[src/design/ch1_params.svh]
`ifndef CH1_PARAMS_SVH
`define CH1_PARAMS_SVH

// frame sequencer step length, kept short for simulation
`define CH1_FRAME_DIV 32

// clocks per frequency timer decrement
`define CH1_TONE_DIV 2

// clocks between produced samples
`define CH1_SAMPLE_DIV 16

// mixer side buffer depth
`define CH1_CREDITS 4

`define CH1_ADDR_NR10 3'd0 // sweep
`define CH1_ADDR_NR11 3'd1 // duty, length
`define CH1_ADDR_NR12 3'd2 // volume
`define CH1_ADDR_NR13 3'd3 // freq low
`define CH1_ADDR_NR14 3'd4 // trigger, freq high

`endif

[src/design/ch1_pkg.sv]
package ch1_pkg;

	typedef logic [10:0] freq_t;
	typedef logic [1:0]  duty_t;
	typedef logic [7:0]  duty_wave_t; // one bit per eighth of a period

	typedef struct packed {
		logic       unused;
		logic [2:0] period;
		logic       negate;
		logic [2:0] shift;
	} sweep_reg_t;

	typedef struct packed {
		duty_t      duty;
		logic [5:0] length;
	} duty_len_reg_t;

	typedef struct packed {
		logic [3:0] init_vol;
		logic [3:0] envelope; // envelope not modeled
	} vol_reg_t;

	typedef struct packed {
		logic       trigger;
		logic       length_en;
		logic [2:0] unused;
		logic [2:0] freq_hi;
	} ctrl_reg_t;

	// same write byte, decoded by address
	typedef union packed {
		sweep_reg_t    sweep;
		duty_len_reg_t duty_len;
		vol_reg_t      vol;
		ctrl_reg_t     ctrl;
		logic [7:0]    raw;
	} reg_byte_u;

	function automatic duty_wave_t duty_wave(duty_t duty);
		case (duty)
			2'd0:    return 8'b0000_0001; // 12.5%
			2'd1:    return 8'b1000_0001; // 25%
			2'd2:    return 8'b1000_0111; // 50%
			default: return 8'b0111_1110; // 75%
		endcase
	endfunction

endpackage

[src/design/ch1_cfg_if.sv]
`timescale 1ns/1ps

interface ch1_cfg_if;
	import ch1_pkg::*;

	logic [2:0] sweep_period;
	logic       sweep_negate;
	logic [2:0] sweep_shift;
	freq_t      freq;
	duty_t      duty;
	logic [5:0] length_load;
	logic       length_en;
	logic [3:0] volume;
	logic       trigger;   // one cycle pulse
	logic       freq_wr;   // sweep write-back strobe
	freq_t      freq_new;

	modport regs (
		output sweep_period, sweep_negate, sweep_shift, freq, duty,
		output length_load, length_en, volume, trigger,
		input  freq_wr, freq_new
	);

	modport sweep (
		input  sweep_period, sweep_negate, sweep_shift, freq, trigger,
		output freq_wr, freq_new
	);

	modport tone (
		input  freq, duty, length_load, length_en, volume, trigger
	);

endinterface

[src/design/ch1_regs.sv]
`timescale 1ns/1ps
`include "ch1_params.svh"

module ch1_regs (
	input  logic               clk,
	input  logic               rst_n,
	input  logic               wr,
	input  logic [2:0]         addr,
	input  ch1_pkg::reg_byte_u wdata,
	output logic [7:0]         rdata,
	ch1_cfg_if.regs            cfg
);
	import ch1_pkg::*;

	sweep_reg_t    nr10;
	duty_len_reg_t nr11;
	logic [3:0]    volume;
	freq_t         freq;
	logic          length_en;
	logic          trigger;

	always_ff @(posedge clk or negedge rst_n) begin
		if (!rst_n) begin
			nr10      <= '0;
			nr11      <= '0;
			volume    <= 4'd0;
			freq      <= '0;
			length_en <= 1'b0;
			trigger   <= 1'b0;
		end else begin
			trigger <= 1'b0;
			if (wr) begin
				case (addr)
					`CH1_ADDR_NR10: nr10 <= wdata.sweep;
					`CH1_ADDR_NR11: nr11 <= wdata.duty_len;
					`CH1_ADDR_NR12: volume <= wdata.vol.init_vol;
					`CH1_ADDR_NR13: freq[7:0] <= wdata.raw;
					`CH1_ADDR_NR14: begin
						length_en  <= wdata.ctrl.length_en;
						freq[10:8] <= wdata.ctrl.freq_hi;
						trigger    <= wdata.ctrl.trigger; // not stored
					end
					default: ;
				endcase
			end
			if (cfg.freq_wr)
				freq <= cfg.freq_new; // sweep wins over bus
		end
	end

	always_comb begin
		case (addr)
			`CH1_ADDR_NR10: rdata = {1'b0, nr10.period, nr10.negate, nr10.shift};
			`CH1_ADDR_NR11: rdata = nr11;
			`CH1_ADDR_NR12: rdata = {volume, 4'd0};
			`CH1_ADDR_NR13: rdata = freq[7:0];
			`CH1_ADDR_NR14: rdata = {1'b0, length_en, 3'd0, freq[10:8]};
			default:        rdata = 8'h00;
		endcase
	end

	assign cfg.sweep_period = nr10.period;
	assign cfg.sweep_negate = nr10.negate;
	assign cfg.sweep_shift  = nr10.shift;
	assign cfg.freq         = freq;
	assign cfg.duty         = nr11.duty;
	assign cfg.length_load  = nr11.length;
	assign cfg.length_en    = length_en;
	assign cfg.volume       = volume;
	assign cfg.trigger      = trigger;

endmodule

[src/design/ch1_sweep.sv]
`timescale 1ns/1ps

module ch1_sweep (
	input  logic     clk,
	input  logic     rst_n,
	ch1_cfg_if.sweep cfg,
	input  logic     sweep_tick,
	output logic     sweep_overflow
);
	import ch1_pkg::*;

	freq_t       shadow;
	freq_t       delta;
	logic [11:0] sum;
	logic [3:0]  timer;
	logic [3:0]  reload;
	logic        enabled;
	logic        check_pend; // overflow check after trigger
	logic        upd_pend;   // timer expired
	logic        calc;
	logic        ovf;
	logic        write_back;
	logic        freq_wr;
	freq_t       freq_new;

	// period 0 still runs the timer as 8
	assign reload = (cfg.sweep_period == 3'd0) ? 4'd8 : {1'b0, cfg.sweep_period};

	assign delta = shadow >> cfg.sweep_shift;
	assign sum   = cfg.sweep_negate ? ({1'b0, shadow} - {1'b0, delta})
	                                : ({1'b0, shadow} + {1'b0, delta});
	assign ovf   = sum[11]; // above 2047, only when adding
	assign calc  = check_pend || upd_pend;

	assign write_back = upd_pend && !ovf && (cfg.sweep_shift != 3'd0);

	always_ff @(posedge clk or negedge rst_n) begin
		if (!rst_n) begin
			timer          <= 4'd0;
			enabled        <= 1'b0;
			check_pend     <= 1'b0;
			upd_pend       <= 1'b0;
			sweep_overflow <= 1'b0;
			freq_wr        <= 1'b0;
		end else begin
			check_pend <= 1'b0;
			upd_pend   <= 1'b0;
			freq_wr    <= 1'b0;
			if (cfg.trigger) begin
				timer          <= reload;
				enabled        <= (cfg.sweep_period != 3'd0) || (cfg.sweep_shift != 3'd0);
				check_pend     <= cfg.sweep_shift != 3'd0;
				sweep_overflow <= 1'b0;
			end else begin
				if (sweep_tick && enabled && !sweep_overflow) begin
					if (timer <= 4'd1) begin
						timer    <= reload;
						upd_pend <= cfg.sweep_period != 3'd0;
					end else begin
						timer <= timer - 4'd1;
					end
				end
				if (calc && ovf)
					sweep_overflow <= 1'b1; // held until next trigger
				if (write_back)
					freq_wr <= 1'b1;
			end
		end
	end

	always_ff @(posedge clk) begin
		if (cfg.trigger)
			shadow <= cfg.freq;
		else if (write_back)
			shadow <= sum[10:0];
		if (write_back)
			freq_new <= sum[10:0];
	end

	assign cfg.freq_wr  = freq_wr;
	assign cfg.freq_new = freq_new;

endmodule

[src/design/ch1_tone.sv]
`timescale 1ns/1ps
`include "ch1_params.svh"

module ch1_tone (
	input  logic       clk,
	input  logic       rst_n,
	ch1_cfg_if.tone    cfg,
	input  logic       sweep_overflow,
	output logic       sweep_tick,
	output logic [3:0] sample,
	output logic       sample_strobe,
	output logic       ch_on
);
	import ch1_pkg::*;

	localparam int FRAME_W  = $clog2(`CH1_FRAME_DIV);
	localparam int TONE_W   = $clog2(`CH1_TONE_DIV);
	localparam int SAMPLE_W = $clog2(`CH1_SAMPLE_DIV);

	logic [FRAME_W-1:0]  frame_cnt;
	logic [2:0]          step;
	logic                frame_end;
	logic                length_tick;
	logic [TONE_W-1:0]   tone_cnt;
	logic                tone_en;
	logic [11:0]         ftimer;
	logic [2:0]          duty_pos;
	logic [6:0]          len_cnt;
	logic [SAMPLE_W-1:0] sample_cnt;
	logic                sample_end;
	duty_wave_t          wave;
	logic [3:0]          level;

	assign frame_end   = frame_cnt == FRAME_W'(`CH1_FRAME_DIV - 1);
	assign length_tick = frame_end && !step[0]; // even steps
	assign tone_en     = tone_cnt == TONE_W'(`CH1_TONE_DIV - 1);
	assign sample_end  = sample_cnt == SAMPLE_W'(`CH1_SAMPLE_DIV - 1);
	assign wave        = duty_wave(cfg.duty);
	assign level       = (ch_on && wave[duty_pos]) ? cfg.volume : 4'd0;

	always_ff @(posedge clk or negedge rst_n) begin
		if (!rst_n) begin
			frame_cnt     <= '0;
			step          <= 3'd0;
			sweep_tick    <= 1'b0;
			tone_cnt      <= '0;
			sample_cnt    <= '0;
			sample_strobe <= 1'b0;
		end else begin
			frame_cnt     <= frame_end ? '0 : frame_cnt + 1'b1;
			tone_cnt      <= tone_en ? '0 : tone_cnt + 1'b1;
			sample_cnt    <= sample_end ? '0 : sample_cnt + 1'b1;
			sample_strobe <= sample_end;
			sweep_tick    <= frame_end && (step[1:0] == 2'b10); // steps 2 and 6
			if (frame_end)
				step <= step + 3'd1;
		end
	end

	always_ff @(posedge clk or negedge rst_n) begin
		if (!rst_n) begin
			ftimer   <= 12'd0;
			duty_pos <= 3'd0;
		end else if (cfg.trigger) begin
			ftimer <= 12'd2048 - {1'b0, cfg.freq};
		end else if (tone_en) begin
			if (ftimer == 12'd0) begin
				ftimer   <= 12'd2048 - {1'b0, cfg.freq};
				duty_pos <= duty_pos + 3'd1;
			end else begin
				ftimer <= ftimer - 12'd1;
			end
		end
	end

	always_ff @(posedge clk or negedge rst_n) begin
		if (!rst_n) begin
			ch_on   <= 1'b0;
			len_cnt <= 7'd0;
		end else if (cfg.trigger) begin
			ch_on   <= 1'b1;
			len_cnt <= 7'd64 - {1'b0, cfg.length_load};
		end else if (sweep_overflow) begin
			ch_on <= 1'b0;
		end else if (length_tick && cfg.length_en && len_cnt != 7'd0) begin
			len_cnt <= len_cnt - 7'd1;
			if (len_cnt == 7'd1)
				ch_on <= 1'b0; // length expired
		end
	end

	always_ff @(posedge clk) begin
		if (sample_end)
			sample <= level;
	end

endmodule

[src/design/ch1_sample_out.sv]
`timescale 1ns/1ps
`include "ch1_params.svh"

module ch1_sample_out (
	input  logic       clk,
	input  logic       rst_n,
	input  logic [3:0] sample,
	input  logic       sample_strobe,
	input  logic       credit_return,
	output logic [3:0] sample_data,
	output logic       sample_valid
);
	localparam int CW = $clog2(`CH1_CREDITS + 1);

	logic [CW-1:0] credits;
	logic          pending;
	logic [3:0]    hold;

	assign sample_valid = pending && (credits != '0);
	assign sample_data  = hold;

	always_ff @(posedge clk or negedge rst_n) begin
		if (!rst_n) begin
			credits <= CW'(`CH1_CREDITS);
			pending <= 1'b0;
		end else begin
			if (sample_strobe)
				pending <= 1'b1; // newer sample replaces old one
			else if (sample_valid)
				pending <= 1'b0;
			case ({credit_return, sample_valid})
				2'b10: begin
					if (credits != CW'(`CH1_CREDITS))
						credits <= credits + 1'b1;
				end
				2'b01:   credits <= credits - 1'b1;
				default: ; // return and spend cancel
			endcase
		end
	end

	always_ff @(posedge clk) begin
		if (sample_strobe)
			hold <= sample;
	end

endmodule

[src/design/ch1_top.sv]
`timescale 1ns/1ps

module ch1_top (
	input  logic       clk,
	input  logic       rst_n,
	input  logic       wr,
	input  logic [2:0] addr,
	input  logic [7:0] wdata,
	output logic [7:0] rdata,
	input  logic       credit_return,
	output logic [3:0] sample_data,
	output logic       sample_valid,
	output logic       ch_on
);
	logic       sweep_tick;
	logic       sweep_overflow;
	logic [3:0] sample;
	logic       sample_strobe;

	ch1_cfg_if cfg ();

	ch1_regs ch1_regs_i (
		.clk   (clk),
		.rst_n (rst_n),
		.wr    (wr),
		.addr  (addr),
		.wdata (wdata),
		.rdata (rdata),
		.cfg   (cfg.regs)
	);

	ch1_sweep ch1_sweep_i (
		.clk            (clk),
		.rst_n          (rst_n),
		.cfg            (cfg.sweep),
		.sweep_tick     (sweep_tick),
		.sweep_overflow (sweep_overflow)
	);

	ch1_tone ch1_tone_i (
		.clk            (clk),
		.rst_n          (rst_n),
		.cfg            (cfg.tone),
		.sweep_overflow (sweep_overflow),
		.sweep_tick     (sweep_tick),
		.sample         (sample),
		.sample_strobe  (sample_strobe),
		.ch_on          (ch_on)
	);

	ch1_sample_out ch1_sample_out_i (
		.clk           (clk),
		.rst_n         (rst_n),
		.sample        (sample),
		.sample_strobe (sample_strobe),
		.credit_return (credit_return),
		.sample_data   (sample_data),
		.sample_valid  (sample_valid)
	);

endmodule

[config.mk]
export PLATFORM = sky130hd
export DESIGN_NAME = ch1_top
export DESIGN_NICKNAME = d
export VERILOG_FILES = /design/src/design/ch1_pkg.sv /design/src/design/ch1_cfg_if.sv /design/src/design/ch1_regs.sv /design/src/design/ch1_sweep.sv /design/src/design/ch1_tone.sv /design/src/design/ch1_sample_out.sv /design/src/design/ch1_top.sv
export VERILOG_INCLUDE_DIRS = /design/src /design/src/design
export SDC_FILE = /design/constraint.sdc
export NUM_CORES = 1
export LEC_CHECK = 0
export ABC_AREA = 1
export BUFFER_PORTS_ARGS = -buffer_cell sky130_fd_sc_hd__buf_2
export CORE_UTILIZATION = 41
export CTS_CLUSTER_DIAMETER = 80
export DETAILED_ROUTE_END_ITERATION = 10
export PLACE_DENSITY = 0.63
export SYNTH_ARGS = -nofsm -noshare
export SYNTH_HDL_FRONTEND = slang
export SYNTH_SLANG_ARGS = --single-unit
[constraint.sdc]
create_clock -name clk -period 4.1 [get_ports clk]
set_input_delay 0.82 -clock clk [delete_from_list [all_inputs] [get_ports clk]]
set_output_delay 0.82 -clock clk [all_outputs]
set_load 0.02 [all_outputs]
# --- Word-level counts from Yosys, hierarchy flattened ---
# Cells that the tools add are included.
# Widths: inputs -> output; s select.
op_classes:
  n_addsub: 14
  n_mul: 0
  div: 0
  magnitude_cmp: 2
  eq_ne: 15
  shift: 1
  muxes: 42
  bitwise: 1
  n_reduce_logical: 46
op_table:
  columns: ["op", "n"]
  rows:
  - ["$mux 12", 4]
  - ["$mux 11", 4]
  - ["$pmux 8 s5", 1]
  - ["$pmux 8 s3", 1]
  - ["$mux 7", 3]
  - ["$mux 4", 5]
  - ["$reduce_bool 2->1", 10]
  - ["$mux 1", 18]
  - ["$reduce_and 2->1", 9]
  - ["$reduce_bool 3->1", 5]
  - ["$add 11x11->12", 1]
  - ["$logic_not 12->1", 1]
  - ["$sub 11x11->12", 1]
  - ["$sub 12x1->12 const B", 1]
  - ["$sub 12x11->12 const A", 1]
  - ["$logic_and 1x1->1", 11]
  - ["$shr 11x3->11", 1]
  - ["$add 3x1->3 const B", 3]
  - ["$mux 8", 1]
  - ["$eq 7x1->1 const B", 1]
  - ["$reduce_bool 7->1", 1]
  - ["$sub 7x1->7 const B", 1]
  - ["$sub 7x6->7 const A", 1]
  - ["$eq 2x2->1 const B", 3]
  - ["other kinds (26)", 33]
totals:
  reg_bits: 113
  latchBits: 0
  ram_bits: 0
  rom_bits: 0
  out_inout_bits: 14
  wordCells: 153
  mem_count: 0

# --- Logic depth before layout (Yosys ltp) ---
logic_depth:
  ltp_word: 8
  depth_mapped: 26

# --- Modules after synthesis ---
# A second synthesis with hierarchy kept.
unflattened:
  hier_cells: 931
  area_unflattened_um2: 7200.7
modules_own_cells:
  columns: ["module", "instances", "cells_each", "area_each_um2", "seq_area_each_um2"]
  rows:
  - ["ch1_tone", 1, 362, 2746.4, 1046.0]
  - ["ch1_sweep", 1, 314, 2401.1, 885.8]
  - ["ch1_regs", 1, 220, 1686.6, 800.8]
  - ["ch1_sample_out", 1, 35, 366.6, 221.5]

# --- Least setup slack after synthesis ---
# Ideal clock, no wire load.
synth_path:
  path_type: "reg-to-reg"
  start: "register ch1_regs_i.nr10 (netlist bit ch1_regs_i.cfg.sweep_shift[0])"
  end: "register ch1_sweep_i.shadow[0], enable pin"
  t_arrival_ns: 3.158
  path_slack_ns: 0.597
  stages_incl_launch_ff: 26
  path_buffers: 1
  path_cell_list: "dfrtp_1 inv_2 buf_6 nand2_1 nand3_1 nand3_1 o21ai_2 inv_1 ha_1 nand2_1 nor2_2 and2_2 nand3_1 nand2_1 xor2_1 inv_1 ha_1 a21oi_1 nor2_1 nor3_1 o21ai_0 a21oi_1 nand3_1 nand2_1 nand3_2 nand2_1"
synth_via:
  elab_chain_len: 7
  word_cells_on_any_way: 9
synth_lines:
  columns: ["item", "line", "text"]
  rows:
  - ["start: declaration", "ch1_regs.sv:15", "sweep_reg_t nr10;"]
  - ["start signal: assignment", "ch1_regs.sv:34", "`CH1_ADDR_NR10: nr10 <= wdata.sweep;"]
  - ["$shr 11x3->11", "ch1_sweep.sv:29", "assign delta = shadow >> cfg.sweep_shift;"]
  - ["$add 11x11->12 / $sub 11x11->12 (equally long branches)", "ch1_sweep.sv:31, ch1_sweep.sv:30", null]
  - ["$mux 12", "ch1_sweep.sv:30", "assign sum = cfg.sweep_negate ? ({1'b0, shadow} - {1'b0, delta})"]
  - ["$logic_not 1->1", "ch1_sweep.sv:35", "assign write_back = upd_pend && !ovf && (cfg.sweep_shift != 3'd0);"]
  - ["$logic_and 1x1->1", "ch1_sweep.sv:35", null]
  - ["$logic_and 1x1->1 *", "ch1_sweep.sv:35", null]
  - ["$reduce_bool 2->1 (no line) *", null, null]
  - ["end signal: assignment", "ch1_sweep.sv:73", "shadow <= cfg.freq;"]
  - ["end signal: assignment", "ch1_sweep.sv:75", "shadow <= sum[10:0];"]
  - ["end: declaration", "ch1_sweep.sv:12", "freq_t shadow;"]
# Mark *: on every way between the ends. The rest lies on a longest branch, timed or not.
# A chain may end at the register's enable or synchronous reset.

# --- Worst setup path in the final report ---
layout_path:
  start: "register ch1_regs_i.nr10 (netlist bit ch1_regs_i.cfg.sweep_shift[0])"
  end: "register ch1_sweep_i.freq_new[5] (netlist: ch1_sweep_i.cfg.freq_new[5]), enable pin"
layout_via:
  elab_chain_len: 6
  word_cells_on_any_way: 8
layout_lines:
  columns: ["item", "line", "text"]
  rows:
  - ["$shr 11x3->11", "ch1_sweep.sv:29", null]
  - ["$add 11x11->12 / $sub 11x11->12 (equally long branches)", "ch1_sweep.sv:31, ch1_sweep.sv:30", null]
  - ["$mux 12", "ch1_sweep.sv:30", null]
  - ["$logic_not 1->1", "ch1_sweep.sv:35", null]
  - ["$logic_and 1x1->1", "ch1_sweep.sv:35", null]
  - ["$logic_and 1x1->1 *", "ch1_sweep.sv:35", null]
  - ["net ch1_sweep_i.write_back", "ch1_sweep.sv:22", "logic write_back;"]
  - ["end signal: assignment", "ch1_sweep.sv:77", "freq_new <= sum[10:0];"]
  - ["end: declaration", "ch1_sweep.sv:24", "freq_t freq_new;"]
# The timed path passes the listed nets; every way through them passes the cells marked *.

==> results.py <==
metrics = {
    "grt": {
        "grt_pass1_vias": 4797,
        "gr-total-overflow": 0,
        "grt_max_degree": 83,
        "grt_pass1_wl_um": 25100,
        "grtUsageTotal_pct": 19.9,
        "antenna_found_initial": 0,
    },
    "floorplan": {
        "die-area_um2": 16400,
        "die_h_um": 128,
        "num_io_pins": 29,
        "start_util_pct": 42.5,
        "core_region_area_um2": 15400,
        "num_rows": 45,
        "die_x_um": 128,
    },
    "routing": {
        "ant_nets": 0,
        "drtPass1Iterations": 6,
        "drt_iter0_markers": 496,
        "vias": 5346,
        "drcViolationCount": 0,
        "routed_wl_um": 15500,
        "via_per_inst": 5.10,
        "post_drt_wl_per_cell_um": 14.8,
    },
    "yosys": {
        "synth_top_cell_by_area": "dfrtp_1",
        "avgSynthCellArea_um2": 8.13,
        "ys_ff_latch": 112,
        "yosysSeqAreaShare_pct": 45.2,
        "syn_area_um2": 6530,
        "synth.net_count": 848,
        "syn_inst": 803,
        "synth_area_leaders": "dfrtp_1 31%, edfxtp_1 14%, nand2_1 10%",
        "yosys-top-cells-count": "180 x nand2_1, 103 x inv_1, 91 x o21ai_0, 81 x dfrtp_1, 59 x nor2_1",
        "synth_edf_count": 30,
        "yosysWarnings": 0,
        "synth-async-reset-ratio_pct": 73.2,
        "yosysMostFrequentCell": "nand2_1",
        "synthDistinctLibCells": 43,
        "synth_top_area_share_pct": 31.0,
        "synth_flop_cell": "dfrtp_1",
    },
    "clock_tree": {
        "cts_max_level": 3,
        "clk_pin_slew_ps": 70,
        "holdBufCountCts": 0,
        "cts_buffer_depth": 2,
        "cts_tree": "built",
        "cts_buffers": 9,
        "cts.sinks": 112,
        "ctsRootBufferMaster": "clkbuf_16",
        "clock_latency_ps": 350,
    },
    "setup_path": {
        "max_stage_delay_ps": 390,
        "worst_path_max_delay_cell": "dfrtp_1",
        "cp_common_cell": "nand2_1",
        "crit_type": "flop to flop",
        "cp_max_fo": 14,
        "endpoint_kind": "flop",
        "start_kind": "flop",
        "arrival_ps": 3910,
        "cp_cell_sequence": "inv_2 > nand2_1 > nand3_1 > nand2_1 > o21ai_2 > inv_1 > ha_1 > nand2_1 > nor2_2 > and2_2 > nand3_1 > nand2_1 > xor2_1 > inv_1 > ha_1 > a21oi_1 > nor2_1 > nor3_1 > o21ai_0 > a21oi_1 > nand3_1 > nand2_1 > nand3_2 > clkinvlp_4",
        "critical_path_required_ps": 4160,
    },
    "placement": {
        "dp.cells": 1029,
        "hpwl_um": 11800,
        "gp_congestion": 0.876,
        "pre_cts_slack_ps": 74.6,
        "io_buffers": 28,
        "place_area_um2": 6890,
    },
    "power_and_ir_drop": {
        "p_leak_nw": 3.46,
        "switching_share_pct": 38.4,
        "internal-power_mw": 2.62,
        "peakVddDrop_mv": 0.286,
        "clockPowerShare_pct": 22.9,
        "combinationalPowerShare_pct": 39.4,
        "power_mw": 4.25,
        "power_density_nw_per_um2": 585,
        "power_frac_seq_pct": 37.7,
        "switchingPower_mw": 1.63,
    },
    "timing": {
        "rsz0062_at_grt": "no",
        "setup_viol": 0,
        "max_freq_ghz": 0.260,
        "fin_tns_setup_ps": 0,
        "whs_ps": 423,
        "fin_crit_ps": 3850,
        "period_share_pct": 94.0,
        "final_max_slew_viol_count": 0,
        "skew_ps": 6.45,
        "fin_ws_ps": 248,
        "relSlewSlack_pct": 30.3,
        "tightest_slew_ps": 1050,
        "finalHoldViolCount": 0,
    },
    "layout": {
        "syn2layout_area_growth_pct": 11.4,
        "fin_cells": 1049,
        "finalInstanceArea_um2": 7270,
        "drive_gt1_share_pct": 9.67,
        "n_antenna_cell": 0,
        "nets": 878,
        "finish.utilization_pct": 47.3,
    },
    "outcome": {
        "status": "finished clean",
    },
    "worst_hold_path": {
        "hp-class": "flop to flop",
    },
    "flow_run": {
        "cap_violations": 0,
    },
}
-- area by class of cell --
class | count | area, um2
Timing Repair Buffer | 36 | 203
Multi-Input combinational cell | 566 | 3090
Clock buffer | 10 | 250
Timing Repair inverter | 1 | 7.51
Clock inverter | 6 | 88.8
Sequential cell | 112 | 2960
Inverter | 107 | 408
Fill cell | 1490 | 8100
Tap cell | 211 | 264
-- layout by cell type (no fill, tap or decap), types with 7 or more instances in the layout --
| cell | count |
|---|---|
| buf_4 | 9 |
| buf_2 | 27 |
| xnor2_1 | 8 |
| a21oi_1 | 42 |
| inv_1 | 102 |
| nor3_1 | 13 |
| edfxtp_1 | 30 |
| nand2_2 | 7 |
| o21ai_0 | 91 |
| ha_1 | 28 |
| dfrtp_1 | 79 |
| o211ai_1 | 11 |
| xor2_1 | 35 |
| nand3_1 | 45 |
| clkbuf_16 | 10 |
| nor2_1 | 59 |
| nand2_1 | 179 |
-- logic make-up (layout without fill, tap and decap cells) --
group,count (synthesis),after routing,synth area share (%)
AND/OR/NAND/NOR,321,321,20.8
buffers and inverters,125,160,7.49
multiplexers,2,2,0.345
adder cells (fa/ha/maj),30,30,5.98
AO/OA/AOI/OAI,170,170,14.4
XOR/XNOR,43,43,5.77
flip-flops,112,112,45.2
-- worst max-delay path, delay by kind of cell, from the launching register on --
kind	cells	cell delay (ps)
simple gates	13	1320
compound gates	4	660
buf+inv	4	540
fa+ha+maj	2	530
flops	1	390
xor+xnor	1	140
-- power groups by stage --
stage	Clock [mW]	Sequential, mW	Combinational (mW)
after floorplan	0	1.58	1.26
after global placement	0	1.62	1.64
after detailed placement	0	1.62	1.65
after CTS	0.992	1.60	1.66
after global routing	1.03	1.63	1.90
final	0.972	1.60	1.68
-- layer usage --
layer / wire length (um) / vias to the layer above / share of wire [%] / GRT usage (%)
met5: 0 / - / 0 / 0
met4: 206 / 0 / 1.3 / 5.05
met3: 733 / 13 / 4.7 / 3.38
met2: 7020 / 135 / 45 / 31.0
met1: 7580 / 2487 / 49 / 28.6
li1: - / 2711 / - / -
-- sequential cells by signal, indices dropped and copies added (netlist names), 5 cells and up --
signal / count
ch1_tone_i.ftimer: 12
ch1_regs_i.cfg.freq: 11
ch1_sweep_i.cfg.freq_new: 11
ch1_tone_i.len_cnt: 7
ch1_tone_i.frame_cnt: 5
ch1_sweep_i.shadow: 11
ch1_regs_i.cfg.length_load: 6
-- worst paths after layout --
check | start | end | slack (ps) | cells past startpoint
worst max-delay path | ch1_regs_i.cfg.sweep_shift[0] | ch1_sweep_i.cfg.freq_new[5] | 250 | 24
min in group asynchronous | rst_n | ch1_sample_out_i.credits[1] | 650 | 1
worst min register to register | ch1_tone_i.sample[3] | ch1_sample_out_i.sample_data[3] | 420 | 0
worst min-delay path | ch1_tone_i.sample[3] | ch1_sample_out_i.sample_data[3] | 420 | 0
worst max register to register | ch1_regs_i.cfg.sweep_shift[0] | ch1_sweep_i.cfg.freq_new[5] | 250 | 24
max in group asynchronous | rst_n | ch1_regs_i.cfg.sweep_shift[1] | 2710 | 1
-- what timing repair did --
item,4_1_cts,5_1_grt
setup endpoints to repair,0,22
buffers inserted,0,3
resized for setup,0,6
No activity file was read; power rests on OpenSTA's default activity.
